--- config.mk ---
export PLATFORM = sky130hd
export DESIGN_NAME = floor_logic_control_unit
export DESIGN_NICKNAME = d
export VERILOG_FILES = /design/src/floor_pkg.sv /design/src/dispatch_and_door_control.sv /design/src/floor_logic_control_unit.sv /design/src/floor_request_cell.sv /design/src/request_intake.sv
export SDC_FILE = /design/constraint.sdc
export NUM_CORES = 1
export LEC_CHECK = 0
export BUFFER_PORTS_ARGS = -buffer_cell sky130_fd_sc_hd__buf_2
export CAP_MARGIN = 20
export CORE_ASPECT_RATIO = 0.9
export CORE_MARGIN = 5
export CORE_UTILIZATION = 51
export CTS_CLUSTER_SIZE = 10
export DETAILED_ROUTE_END_ITERATION = 6
export PLACE_DENSITY = 0.81
export SYNTH_ARGS = -nofsm -noshare
export SYNTH_HDL_FRONTEND = slang
export SYNTH_SLANG_ARGS = --single-unit
--- constraint.sdc ---
create_clock -name clock -period 3.7 [get_ports clock]
set_input_delay 0.555 -clock clock [delete_from_list [all_inputs] [get_ports clock]]
set_output_delay 0.555 -clock clock [all_outputs]
set_load 0.02 [all_outputs]
--- src/floor_pkg.sv ---
`default_nettype none

package floor_pkg;

    ////////////////////
    // Building geometry
    ////////////////////

    // Number of served floors
    localparam int num_floors = 11;

    // Floor index where 0 is the lowest floor
    typedef logic [3:0] floor_t;

    // One bit per floor with bit 0 as the lowest floor
    typedef logic [num_floors-1:0] floor_mask_t;

    ////////////////////
    // Motion controller
    ////////////////////

    // State code reported by the motion controller
    typedef logic [5:0] car_state_t;

    // Highest code of the stopped-at-floor range
    // Codes 0 to 10 are the stops, anything above is travel or emergency
    localparam car_state_t last_stop_state = 6'd10;

    // Direction encoding, the opposite value means down
    localparam logic dir_up = 1'b1;

endpackage

`default_nettype wire

--- src/dispatch_and_door_control.sv ---
`timescale 1ns/1ps
`default_nettype none

module dispatch_and_door_control
    import floor_pkg::*;
(
    input  wire  floor_mask_t pending,
    input  wire  floor_t      current_floor_state,
    input  wire  car_state_t  elevator_state,
    input  wire               elevator_direction,
    input  wire               power_switch,
    input  wire               emergency_btn,
    input  wire               door_open_btn,
    input  wire               door_close_btn,
    output floor_mask_t       arrive_clear,
    output floor_t            elevator_floor_selector,
    output logic              direction_selector,
    output logic              activate_elevator,
    output logic              door_open_allowed,
    output logic              door_close_allowed
);

    logic        stopped;
    logic        in_service;
    logic        serve;
    floor_mask_t at_mask;
    floor_mask_t above_mask;
    floor_mask_t below_mask;
    logic        has_above;
    logic        has_below;
    floor_t      lowest_above;
    floor_t      highest_below;
    floor_t      target;

    ////////////////////
    // Car status decode
    ////////////////////

    // Stop codes form one contiguous range starting at zero
    assign stopped    = (elevator_state <= last_stop_state);
    assign in_service = stopped && power_switch;

    ////////////////////
    // Pending split
    ////////////////////

    // Partition requests around the current floor
    always_comb begin
        for (int i = 0; i < num_floors; i++) begin
            at_mask[i]    = (current_floor_state == floor_t'(i));
            above_mask[i] = pending[i] && (floor_t'(i) > current_floor_state);
            below_mask[i] = pending[i] && (floor_t'(i) < current_floor_state);
        end
    end

    assign has_above = |above_mask;
    assign has_below = |below_mask;

    // Nearest request above
    // Scanning top down leaves the lowest hit
    always_comb begin
        lowest_above = '0;
        for (int i = num_floors - 1; i >= 0; i--) begin
            if (above_mask[i]) begin
                lowest_above = floor_t'(i);
            end
        end
    end

    // Nearest request below, scanning bottom up
    always_comb begin
        highest_below = '0;
        for (int i = 0; i < num_floors; i++) begin
            if (below_mask[i]) begin
                highest_below = floor_t'(i);
            end
        end
    end

    ////////////////////
    // Target selection
    ////////////////////

    // Only dispatch from a stop with somewhere else to go
    assign serve = in_service && !emergency_btn && (has_above || has_below);

    // Keep going the same way if possible, else turn around
    always_comb begin
        if ((elevator_direction == dir_up) && has_above) begin
            target = lowest_above;
        end else if (has_below) begin
            target = highest_below;
        end else begin
            target = lowest_above;
        end
    end

    always_comb begin
        if (serve) begin
            elevator_floor_selector = target;
            direction_selector      = (target > current_floor_state) ? dir_up : !dir_up;
            activate_elevator       = 1'b1;
        end else begin
            // Idle or emergency, hold the car where it is
            elevator_floor_selector = current_floor_state;
            direction_selector      = elevator_direction;
            activate_elevator       = 1'b0;
        end
    end

    ////////////////////
    // Arrival and doors
    ////////////////////

    // Requests of the floor the car sits at are served
    assign arrive_clear = at_mask & {num_floors{in_service}};

    assign door_open_allowed  = in_service && door_open_btn;
    assign door_close_allowed = in_service && door_close_btn;

endmodule

`default_nettype wire

--- src/floor_logic_control_unit.sv ---
`timescale 1ns/1ps
`default_nettype none

module floor_logic_control_unit
    import floor_pkg::*;
(
    input  wire  clock,
    input  wire  reset_n,
    input  wire  floor_mask_t floor_call_buttons,
    input  wire  floor_mask_t panel_buttons,
    input  wire  door_open_btn,
    input  wire  door_close_btn,
    input  wire  emergency_btn,
    input  wire  power_switch,
    input  wire  floor_t      current_floor_state,
    input  wire  car_state_t  elevator_state,
    input  wire  elevator_direction,
    output wire  floor_t      elevator_floor_selector,
    output wire  direction_selector,
    output wire  activate_elevator,
    output wire  floor_mask_t call_button_lights,
    output wire  floor_mask_t panel_button_lights,
    output wire  door_open_allowed,
    output wire  door_close_allowed
);

    wire floor_mask_t set_call;
    wire floor_mask_t set_panel;
    wire              clear_all;
    wire floor_mask_t arrive_clear;
    wire floor_mask_t pending_mask;

    ////////////////////
    // Button intake
    ////////////////////

    request_intake request_intake_i (
        .floor_call_buttons (floor_call_buttons),
        .panel_buttons      (panel_buttons),
        .power_switch       (power_switch),
        .emergency_btn      (emergency_btn),
        .current_floor_state(current_floor_state),
        .set_call           (set_call),
        .set_panel          (set_panel),
        .clear_all          (clear_all)
    );

    ////////////////////
    // Per-floor requests
    ////////////////////

    for (genvar g = 0; g < num_floors; g++) begin : floor_cells
        floor_request_cell floor_request_cell_i (
            .clock       (clock),
            .reset_n     (reset_n),
            .set_call    (set_call[g]),
            .set_panel   (set_panel[g]),
            .clear_all   (clear_all),
            .arrive_clear(arrive_clear[g]),
            .call_lamp   (call_button_lights[g]),
            .panel_lamp  (panel_button_lights[g]),
            .pending     (pending_mask[g])
        );
    end

    ////////////////////
    // Dispatch and doors
    ////////////////////

    dispatch_and_door_control dispatch_and_door_control_i (
        .pending                (pending_mask),
        .current_floor_state    (current_floor_state),
        .elevator_state         (elevator_state),
        .elevator_direction     (elevator_direction),
        .power_switch           (power_switch),
        .emergency_btn          (emergency_btn),
        .door_open_btn          (door_open_btn),
        .door_close_btn         (door_close_btn),
        .arrive_clear           (arrive_clear),
        .elevator_floor_selector(elevator_floor_selector),
        .direction_selector     (direction_selector),
        .activate_elevator      (activate_elevator),
        .door_open_allowed      (door_open_allowed),
        .door_close_allowed     (door_close_allowed)
    );

endmodule

`default_nettype wire

--- src/floor_request_cell.sv ---
`timescale 1ns/1ps
`default_nettype none

module floor_request_cell (
    input  wire  clock,
    input  wire  reset_n,
    input  wire  set_call,
    input  wire  set_panel,
    input  wire  clear_all,
    input  wire  arrive_clear,
    output logic call_lamp,
    output logic panel_lamp,
    output logic pending
);

    ////////////////////
    // Request bits
    ////////////////////

    // Clear_all wins over arrival, arrival wins over a new press
    always_ff @(posedge clock or negedge reset_n) begin
        if (!reset_n) begin
            call_lamp  <= 1'b0;
            panel_lamp <= 1'b0;
        end else if (clear_all) begin
            call_lamp  <= 1'b0;
            panel_lamp <= 1'b0;
        end else if (arrive_clear) begin
            // Car is stopped here so both requests are served
            call_lamp  <= 1'b0;
            panel_lamp <= 1'b0;
        end else begin
            if (set_call) begin
                call_lamp <= 1'b1;
            end
            if (set_panel) begin
                panel_lamp <= 1'b1;
            end
        end
    end

    // Floor wants service if either lamp is lit
    assign pending = call_lamp || panel_lamp;

endmodule

`default_nettype wire

--- src/request_intake.sv ---
`timescale 1ns/1ps
`default_nettype none

module request_intake
    import floor_pkg::*;
(
    input  wire  floor_mask_t floor_call_buttons,
    input  wire  floor_mask_t panel_buttons,
    input  wire               power_switch,
    input  wire               emergency_btn,
    input  wire  floor_t      current_floor_state,
    output floor_mask_t       set_call,
    output floor_mask_t       set_panel,
    output logic              clear_all
);

    // Normal service means power on and no emergency
    logic        accept;
    floor_mask_t current_onehot;
    floor_mask_t accept_mask;

    ////////////////////
    // Service gating
    ////////////////////

    assign accept = power_switch && !emergency_btn;

    // One-hot of the occupied floor
    // Codes past the top floor decode to no floor at all
    always_comb begin
        for (int i = 0; i < num_floors; i++) begin
            current_onehot[i] = (current_floor_state == floor_t'(i));
        end
    end

    // A press at the occupied floor is dropped
    assign accept_mask = {num_floors{accept}} & ~current_onehot;

    ////////////////////
    // Set and clear strobes
    ////////////////////

    // Hall calls and car panel share the same gating
    assign set_call  = floor_call_buttons & accept_mask;
    assign set_panel = panel_buttons & accept_mask;

    // Losing power or pressing emergency wipes every request
    assign clear_all = !power_switch || emergency_btn;

endmodule

`default_nettype wire

==> results of run 1 <==
[cell usage in the layout (no fill, tap or decap), types with 6 or more instances in the layout]
master	Yosys	final
inv_1	15	15
a31oi_1	9	7
nand2_1	15	14
nor2_1	25	21
buf_2	1	63
a21oi_1	17	14
o21ai_0	13	7
a22o_1	22	22
dfrtp_1	22	21
buf_4	25	40
o21ai_2	0	6
[metrics by stage]
stage / worst slack (ns) / instances / total power [mW] / hold slack, ns / util [%]
floorplan: 0.220 / 238 / 0.531 / 0.259 / -
global placement: -0.0364 / 360 / 0.649 / 0.502 / 66.1
detailed placement: -0.144 / 360 / 0.658 / 0.504 / 66.1
CTS: 0.00745 / 364 / 0.848 / 0.255 / 69.6
global route: -0.0936 / 370 / 0.983 / 0.285 / 77.2
finish: 0.0101 / 370 / 0.940 / 0.239 / 77.2
[report_power, final]
part | internal (mW) | switching, mW | total [mW]
clock | 0.0950 | 0.0787 | 0.174
sequential | 0.259 | 0.0264 | 0.285
combinational | 0.230 | 0.250 | 0.481
[cells in the mapped netlist, types with 4 or more instances]
library cell / number
nor2_1: 25
a21oi_1: 17
inv_1: 15
o22ai_1: 5
o21ai_0: 13
buf_4: 25
nand2_1: 15
nand2b_1: 5
a31oi_1: 9
dfrtp_1: 22
ha_1: 4
a22o_1: 22
[registers in the layout, summed over array words and instances (netlist names)]
| name | flops |
|---|---|
| floor_cells.floor_request_cell_i.call_lamp | 11 |
| floor_cells.floor_request_cell_i.panel_lamp | 11 |
[final timing paths]
check | start | to | slack, ns | cells past startpoint
worst max-delay path | current_floor_state[3] | direction_selector | 0.01 | 17
worst min-delay path | reset_n | floor_cells[9].floor_request_cell_i.call_lamp$_DFFE_PN0P_ | 0.24 | 1
worst max register to register | floor_cells[5].floor_request_cell_i.call_lamp$_DFFE_PN0P_ | floor_cells[5].floor_request_cell_i.call_lamp$_DFFE_PN0P_ | 2.91 | 1
worst min register to register | floor_cells[0].floor_request_cell_i.panel_lamp$_DFFE_PN0P_ | floor_cells[0].floor_request_cell_i.panel_lamp$_DFFE_PN0P_ | 0.53 | 1
max in group asynchronous | reset_n | floor_cells[5].floor_request_cell_i.panel_lamp$_DFFE_PN0P_ | 3.11 | 1
min in group clock | floor_call_buttons[8] | floor_cells[8].floor_request_cell_i.call_lamp$_DFFE_PN0P_ | 0.50 | 2
[layer usage]
layer  vias to the layer above  global-route usage (%)
met5                         -                       0
met4                         0                    5.44
met3                        24                    5.71
met2                       148                    34.2
met1                      1027                    29.4
li1                       1037                       -
[repair_timing]
| item | in CTS | in global routing |
|---|---|---|
| pin swaps | 5 | 17 |
| gates cloned | 0 | 1 |
| setup endpoints to repair | 1 | 1 |
| resized for setup | 17 | 51 |
| buffers inserted | 0 | 5 |
[final cells by class]
type / instances / share of cell area [%]
multi-input combinational: 169 / 48.4
inverter: 16 / 2.07
timing repair buffer: 113 / 26.6
tap: 46 / 1.98
sequential: 22 / 19.0
clock buffer: 4 / 1.90
[critical path, delay by kind of cell]
| family | cells | cell delay (ns) |
|---|---|---|
| AO/OA/AOI/OAI | 8 | 1.23 |
| adder cells (fa/ha/maj) | 1 | 0.21 |
| buffers and inverters | 4 | 0.51 |
| multiplexers | 1 | 0.19 |
| AND/OR/NAND/NOR | 3 | 0.43 |
[cells by family after synthesis]
family / after synthesis / synth area share, %
AOI/OAI and AO/OA: 98 / 37.6
adders and majority gates: 4 / 2.49
buffers and inverters: 47 / 14.6
DFF: 22 / 27.3
muxes: 1 / 0.746
and+or+nand+nor: 66 / 17.2
==> qor.csv, run 1 <==
stage;metric;value;unit
routing;viasPerCell;6.04;
global_routing;track_usage;21.7;%
clock_network;ctsHoldBuffers;0;
sta;clock_skew;0;ns
critical_path;crit_path_end_kind;output pin;
synth;synth_seq_area_share;27.3;%
routing;route.met3.wl;676;um
floorplan;die_x;76.2;um
synth;ys_async_sr_fraction;100;%
worst_hold_path;hp-class;primary input to asynchronous set/reset pin;
routing;drcViolationCount;0;
clock_network;htreeDepth;1;
critical_path;cpMaxStageDelayCell;a21oi_1;
layout;diodes;0;
layout;nFillCells;235;
layout;area.growth.synth_to_final;44.1;%
sta;rsz0062_at_grt;true;
global_routing;overflow;0;
synth;synth.largest_area_cell;dfrtp_1;
layout;multiInputGateArea;0.00141;sq mm
clock_network;clock_latency;0.27;ns
floorplan;rows;21;
global_routing;grt_max_degree;23;
routing;firstDrtPassIters;5;
place;io_buffers;68;
layout;seq_area;552;sq um
run_status;status;finished clean;
routing;post_drt_wl_per_cell;17.9;um
critical_path;crit_required;3.14;ns
layout;design_area;0.00290;sq mm
power_and_ir_drop;p_leak;1.42;nW
layout;layout-drive-gt1-share;52.2;%
sta;finalSetupViolations;0;
place;placed_area;0.00248;sq mm
synth;synthFlopType;dfrtp_1;
floorplan;die_h;69.6;um
synth;synth_warnings;0;
synth;syn-instance-count;238;
power_and_ir_drop;vdd_drop_max;237;uV
synth;synthTopCellsByArea;dfrtp_1 27%, a22o_1 9.6%, buf_4 9.3%, nor2_1 4.7%, a21oi_1 4.2%;
routing;wl_met1;2680;um
critical_path;cp_data_arrival_time;3.13;ns
place;place_congestion;0.955;
layout;nets;368;
synth;syn-cell-area;0.00201;sq mm
clock_network;root_buffer;clkbuf_8;
critical_path;cp-start-kind;primary input;
synth;ys_types;54;
synth;synth-seq-cells;22;
sta;worst_slew_pin_slew;0.553;ns
sta;hold_viol;0;
sta;totalNegativeSetupSlack;0;ns
clock_network;numCtsBuffers;3;
routing;routed-wl-met2;3120;um
sta;fmax;0.271;GHz
floorplan;core;0.00376;sq mm
clock_network;clkSinkCount;22;
routing;vias;2236;
global_routing;grt_first_pass_wirelength;9700;um
floorplan;start_util;53.6;%
floorplan;dieArea;0.00531;sq mm
routing;totalWireLength;6630;um
global_routing;antenna_found_initial;0;
critical_path;max_stage_delay;0.32;ns
routing;drtIter0Drc;214;
clock_network;cts_tree;done;
clock_network;clkSlewWorstSetupHoldPaths;0.08;ns
routing;ant_nets;0;
critical_path;path_class;primary input to output pin;
critical_path;cp_cell_sequence;buf_6, buf_12, a31o_4, buf_4, o22ai_1, o221ai_1, a21oi_1, a211oi_4, or2_1, ha_1, nor2b_4, o21ai_2, nand2b_1, a21oi_2, a41oi_1, mux2_4, buf_6;
global_routing;grt_pass1_vias;2060;
sta;slew_headroom;63.2;%
run;max_cap_violations;0;
synth;netlist.area_leader.share;27.3;%
clock_network;cts.path.max_buffers;2;
synth;syn_nets;281;
floorplan;ios;69;
sta;period_share;99.7;%
sta;maxSlewViolCount;0;
sta;timing.final.crit_period;3.69;ns
critical_path;crit_path_max_fanout;6;
power_and_ir_drop;p_per_area;324;mW/mm^2
synth;synth-edff-count;0;
synth;avgSynthCellArea;8.46;sq um
routing;dr.max_layer_used;met4;
place;hpwlAfterDp;4580;um
critical_path;critPathMostFrequentCell;buf_6;
No activity file was read; power rests on OpenSTA's default activity.
==> inputs of run 2 (changes only) <==
--- a/config.mk
+++ b/config.mk
@@ -12,7 +12,8 @@
 export CORE_UTILIZATION = 51
 export CTS_CLUSTER_SIZE = 10
 export DETAILED_ROUTE_END_ITERATION = 6
-export PLACE_DENSITY = 0.81
+export PLACE_DENSITY = 0.82
+export REMOVE_ABC_BUFFERS = 1
 export SYNTH_ARGS = -nofsm -noshare
 export SYNTH_HDL_FRONTEND = slang
 export SYNTH_SLANG_ARGS = --single-unit
==> qor.csv, run 2 (synthesis results as in run 1) <==
stage;metric;value;unit
run;max_cap_violations;0;
sta;setup_ws;-0.0364;ns
clock_network;clock_latency;0.26;ns
sta;clock_skew;0;ns
layout;diodes;0;
sta;finalSetupViolations;1;
routing;firstDrtPassIters;5;
power_and_ir_drop;vdd_drop_max;182;uV
layout;nets;370;
routing;viasPerCell;6.12;
critical_path;cpMaxStageDelayCell;a211o_1;
sta;totalNegativeSetupSlack;-0.0364;ns
clock_network;cts_tree;done;
sta;maxSlewViolCount;0;
clock_network;numCtsBuffers;3;
sta;slew_headroom;63.2;%
layout;reg.largest.list;floor_cells.floor_request_cell_i.call_lamp x11, floor_cells.floor_request_cell_i.panel_lamp x11;
sta;fmax;0.268;GHz
critical_path;crit_path_max_fanout;11;
global_routing;track_usage;21.2;%
sta;worst_slew_pin_slew;0.551;ns
global_routing;antenna_found_initial;0;
critical_path;cp_data_arrival_time;3.18;ns
sta;rsz0062_at_grt;true;
routing;drtIter0Drc;248;
layout;layout-drive-gt1-share;49.5;%
layout;mostFrequentLayoutCells;63 x buf_2, 42 x buf_4, 22 x nor2_1, 22 x a22o_1, 22 x dfrtp_1;
floorplan;core;0.00376;sq mm
floorplan;die_x;76.2;um
floorplan;rows;21;
place;place_inst;364;
critical_path;path_class;primary input to output pin;
critical_path;cp-start-kind;primary input;
routing;vias;2270;
floorplan;start_util;53.6;%
run_status;status;complete, but fails checks;
routing;ant_nets;0;
place;place_congestion;0.901;
layout;nFillCells;264;
floorplan;ios;69;
layout;finalNonFillerCells;371;
global_routing;grt_first_pass_wirelength;9620;um
routing;post_drt_wl_per_cell;18.1;um
sta;timing.final.crit_period;3.74;ns
sta;hold_viol;0;
layout;final_common_cell;buf_2;
layout;area.growth.synth_to_final;40.5;%
clock_network;root_buffer;clkbuf_8;
power_and_ir_drop;p_per_area;314;mW/mm^2
sta;hold_ws;0.240;ns
global_routing;overflow;0;
critical_path;max_stage_delay;0.33;ns
clock_network;clkSinkCount;22;
place;io_buffers;68;
global_routing;grt_max_degree;23;
floorplan;dieArea;0.00531;sq mm
clock_network;cts.path.max_buffers;2;
place;place_worst_setup_slack;-0.137;ns
place;hpwlAfterDp;4580;um
clock_network;htreeDepth;1;
floorplan;die_h;69.6;um
global_routing;grt_pass1_vias;2114;
critical_path;cp_cell_sequence;buf_6, buf_8, o32ai_2, a21oi_1, nor2_2, nand2_2, a211o_1, nand2_1, ha_1, nor2b_4, o21ai_1, nand2b_1, a21oi_1, a41oi_1, mux2_4, buf_6;
run_status;violations;setup timing;
power_and_ir_drop;p_leak;1.41;nW
routing;totalWireLength;6720;um
critical_path;crit_path_end_kind;output pin;
worst_hold_path;hp-class;primary input to asynchronous set/reset pin;
critical_path;crit_required;3.14;ns
routing;drcViolationCount;0;
clock_network;clkSlewWorstSetupHoldPaths;0.07;ns
sta;period_share;101;%
run 2: cell types whose count changed in the layout (fill, tap and decap cells not counted), sizes merged:
cell,previous run,this run
buf,112,114
clkbuf,5,4
run 2: per-layer routing:
metal	up-vias	global-route usage, %	share of wire (%)	wire length (um)
li1	1041	-	-	-
met1	1053	26.6	41	2760
met2	154	35.5	48	3230
met3	22	6.62	9.0	603
met4	0	4.85	1.9	131
met5	-	0	0	0
run 2: where the power goes:
part	switching (mW)	internal, mW	total (mW)
combinational	0.242	0.218	0.460
clock	0.0722	0.0726	0.145
sequential	0.0239	0.259	0.283
total	0.338	0.550	0.888
run 2: worst paths after layout:
path / startpoint / endpoint / slack [ns] / cells past startpoint
max: current_floor_state[3] / direction_selector / -0.04 / 16
min: reset_n / floor_cells[8].floor_request_cell_i.call_lamp$_DFFE_PN0P_ / 0.24 / 1
min in group clock: floor_call_buttons[10] / floor_cells[10].floor_request_cell_i.call_lamp$_DFFE_PN0P_ / 0.51 / 2
max in group asynchronous: reset_n / floor_cells[6].floor_request_cell_i.panel_lamp$_DFFE_PN0P_ / 3.13 / 1
max reg2reg: floor_cells[5].floor_request_cell_i.panel_lamp$_DFFE_PN0P_ / floor_cells[5].floor_request_cell_i.panel_lamp$_DFFE_PN0P_ / 2.93 / 1
min reg2reg: floor_cells[0].floor_request_cell_i.panel_lamp$_DFFE_PN0P_ / floor_cells[0].floor_request_cell_i.panel_lamp$_DFFE_PN0P_ / 0.54 / 1
run 2: through the flow:
stage          utilization (%)  instance area [sq um]  power [mW]
2_1_floorplan                -                   1780       0.489
3_3_place_gp              66.9                   2510       0.655
3_5_place_dp              66.9                   2510       0.661
4_1_cts                   70.7                   2660       0.827
5_1_grt                   75.3                   2830       0.930
6_report                  75.3                   2830       0.888
run 2: area by class of cell:
class	instances	area (sq um)	share of cell area (%)
inverters	16	60.1	2.12
well taps	46	57.6	2.04
multi-input cells	169	1330	47.0
repair buffers	115	790	27.9
clock buffers	3	41.3	1.46
flip-flops and latches	22	551	19.5
run 2: repair_timing:
| action | 4_1_cts | 5_1_grt |
|---|---|---|
| setup buffers | 1 | 2 |
| cloned | 0 | 1 |
| pin swaps | 6 | 19 |
| hold buffers | 0 | 0 |
| resized for setup | 22 | 31 |
| setup endpoints to repair | 1 | 1 |
| hold endpoints to repair | 0 | 0 |
run 2: worst max-delay path: cells and delay by family:
family,cells,cell delay (ns)
adder cells (fa/ha/maj),1,0.25
AND/OR/NAND/NOR,5,0.61
AO/OA/AOI/OAI,6,1.07
buffers and inverters,3,0.41
multiplexers,1,0.28
==> inputs of run 3 (changes only) <==
--- a/config.mk
+++ b/config.mk
@@ -5,14 +5,17 @@
 export SDC_FILE = /design/constraint.sdc
 export NUM_CORES = 1
 export LEC_CHECK = 0
+export ABC_CLOCK_PERIOD_IN_PS = 3360
 export BUFFER_PORTS_ARGS = -buffer_cell sky130_fd_sc_hd__buf_2
 export CAP_MARGIN = 20
+export CELL_PAD_IN_SITES_DETAIL_PLACEMENT = 1
+export CELL_PAD_IN_SITES_GLOBAL_PLACEMENT = 1
 export CORE_ASPECT_RATIO = 0.9
 export CORE_MARGIN = 5
-export CORE_UTILIZATION = 51
+export CORE_UTILIZATION = 33
 export CTS_CLUSTER_SIZE = 10
 export DETAILED_ROUTE_END_ITERATION = 6
-export PLACE_DENSITY = 0.82
+export PLACE_DENSITY = 0.78
 export REMOVE_ABC_BUFFERS = 1
 export SYNTH_ARGS = -nofsm -noshare
 export SYNTH_HDL_FRONTEND = slang
==> constraint.sdc (replaced) <==
create_clock -name clock -period 3.36 [get_ports clock]
set_input_delay 0.504 -clock clock [delete_from_list [all_inputs] [get_ports clock]]
set_output_delay 0.504 -clock clock [all_outputs]
set_load 0.02 [all_outputs]
==> qor.csv, run 3 (synthesis results as in run 1) <==
stage;metric;value;unit
global_routing;antenna_found_initial;0;
critical_path;path_class;primary input to output pin;
routing;drtIter0Drc;109;
sta;slew_headroom;57.4;%
critical_path;reg2reg_depth;2;
routing;ant_nets;0;
routing;drcViolationCount;0;
floorplan;core;0.00601;sq mm
routing;firstDrtPassIters;4;
sta;fmax;0.280;GHz
layout;final_common_cell;buf_2;
floorplan;rows;27;
clock_network;clkSlewWorstSetupHoldPaths;0.09;ns
clock_network;cts_tree;done;
run_status;violations;setup timing;
layout;diodes;0;
routing;viasPerCell;5.55;
sta;rsz0062_at_grt;true;
clock_network;root_buffer;clkbuf_8;
critical_path;cp_data_arrival_time;3.07;ns
power_and_ir_drop;p_leak;1.54;nW
critical_path;endpoint;direction_selector;
layout;area.growth.synth_to_final;55.7;%
place;place_congestion;0.879;
floorplan;dieArea;0.00776;sq mm
sta;maxSlewViolCount;0;
critical_path;crit_path_max_fanout;6;
global_routing;track_usage;22.1;%
floorplan;start_util;33.5;%
layout;layout-drive-gt1-share;55.0;%
routing;vias;2338;
sta;setup_ws;-0.214;ns
clock_network;clock_latency;0.27;ns
critical_path;cp-start-kind;primary input;
layout;seq_area;553;sq um
place;place_worst_setup_slack;-0.512;ns
critical_path;r2r_slack;2.44;ns
layout;design_area;0.00313;sq mm
sta;timing.final.crit_period;3.57;ns
sta;totalNegativeSetupSlack;-0.214;ns
sta;worst_slew_pin_slew;0.639;ns
sta;period_share;106;%
power_and_ir_drop;p_per_area;368;mW/mm^2
layout;reg.largest.list;floor_cells.floor_request_cell_i.call_lamp x11, floor_cells.floor_request_cell_i.panel_lamp x11;
critical_path;worstSetupStartpoint;current_floor_state[2];
place;hpwlAfterDp;5790;um
critical_path;rr_startpoint;floor_cells[9].floor_request_cell_i.panel_lamp$_DFFE_PN0P_;
power_and_ir_drop;vdd_drop_max;302;uV
floorplan;ios;69;
sta;clock_skew;0;ns
clock_network;cts.path.max_buffers;2;
critical_path;crit_required;2.86;ns
place;io_buffers;68;
critical_path;reg2reg_to;floor_cells[9].floor_request_cell_i.panel_lamp$_DFFE_PN0P_;
clock_network;ctsHoldBuffers;0;
sta;hold_viol;0;
clock_network;clkSinkCount;22;
routing;totalWireLength;8530;um
routing;post_drt_wl_per_cell;20.3;um
floorplan;die_h;84.1;um
floorplan;die_x;92.3;um
clock_network;htreeDepth;1;
power_and_ir_drop;p_total;1.15;mW
critical_path;crit_path_end_kind;output pin;
place;placed_area;0.00265;sq mm
run_status;status;complete, but fails checks;
sta;finalSetupViolations;1;
global_routing;grt_first_pass_wirelength;13800;um
global_routing;overflow;0;
layout;nets;393;
layout;mostFrequentLayoutCells;63 x buf_2, 62 x buf_4, 22 x a22o_1;
layout;nFillCells;731;
global_routing;grt_pass1_vias;2646;
layout;multiInputGateArea;0.00139;sq mm
worst_hold_path;hp-class;primary input to asynchronous set/reset pin;
clock_network;numCtsBuffers;3;
global_routing;grt_max_degree;23;
run;max_cap_violations;0;
-- run 3: area by class of cell --
class,count,area share (%)
repair buffers,138,30.9
inverters,16,1.92
multi-input cells,169,44.4
clock inverters,1,0.958
flip-flops and latches,22,17.6
clock buffers,3,1.32
well taps,72,2.87
-- run 3: worst min-delay path by stage --
stage	start	to	slack (ns)	cells past startpoint
after floorplan	reset_n	floor_cells[0].floor_request_cell_i.call_lamp$_DFFE_PN0P_	0.21	0
after detailed placement	reset_n	floor_cells[3].floor_request_cell_i.call_lamp$_DFFE_PN0P_	0.50	1
after global routing	reset_n	floor_cells[7].floor_request_cell_i.panel_lamp$_DFFE_PN0P_	0.23	1
final	reset_n	floor_cells[3].floor_request_cell_i.call_lamp$_DFFE_PN0P_	0.19	1
after global placement	reset_n	floor_cells[7].floor_request_cell_i.panel_lamp$_DFFE_PN0P_	0.48	1
after CTS	reset_n	floor_cells[3].floor_request_cell_i.call_lamp$_DFFE_PN0P_	0.21	1
-- run 3: what timing repair did --
action                                  CTS  global route
cloned                                    1             0
buffers inserted                          8             2
pin swaps                                26             4
resized for setup                        61            10
endpoints found under the setup margin    1             1
-- run 3: routing by layer --
metal	track usage, %	share of wire, %
met3	2.43	4.8
met5	0	0
met1	26.4	42
met4	6.88	3.0
met2	40.9	50
-- run 3: worst max-delay path, cell delays in order --
cell	delay (ns)
buf_12	0.11
buf_6	0.12
o31a_1	0.33
o22ai_2	0.16
nor2b_2	0.08
a21bo_4	0.22
a211o_1	0.32
nand2_2	0.09
ha_4	0.21
nor2b_1	0.12
o21ai_1	0.13
nand2b_1	0.08
a21oi_2	0.13
a41oi_2	0.05
mux2_4	0.28
buf_6	0.13
-- run 3: power by group --
part / total (mW) / switching [mW] / leakage, nW / internal [mW]
clock: 0.256 / 0.0961 / 0.0357 / 0.160
combinational: 0.587 / 0.297 / 1.22 / 0.290
sequential: 0.311 / 0.0261 / 0.287 / 0.285
-- run 3: per-stage QoR --
stage | hold WS (ns) | std cells | utilization [%]
CTS | 0.205 | 419 | 51.1
global placement | 0.482 | 406 | 44.1
floorplan | 0.208 | 207 | -
finish | 0.187 | 421 | 52.1
detailed placement | 0.499 | 406 | 44.1
global route | 0.233 | 421 | 52.1
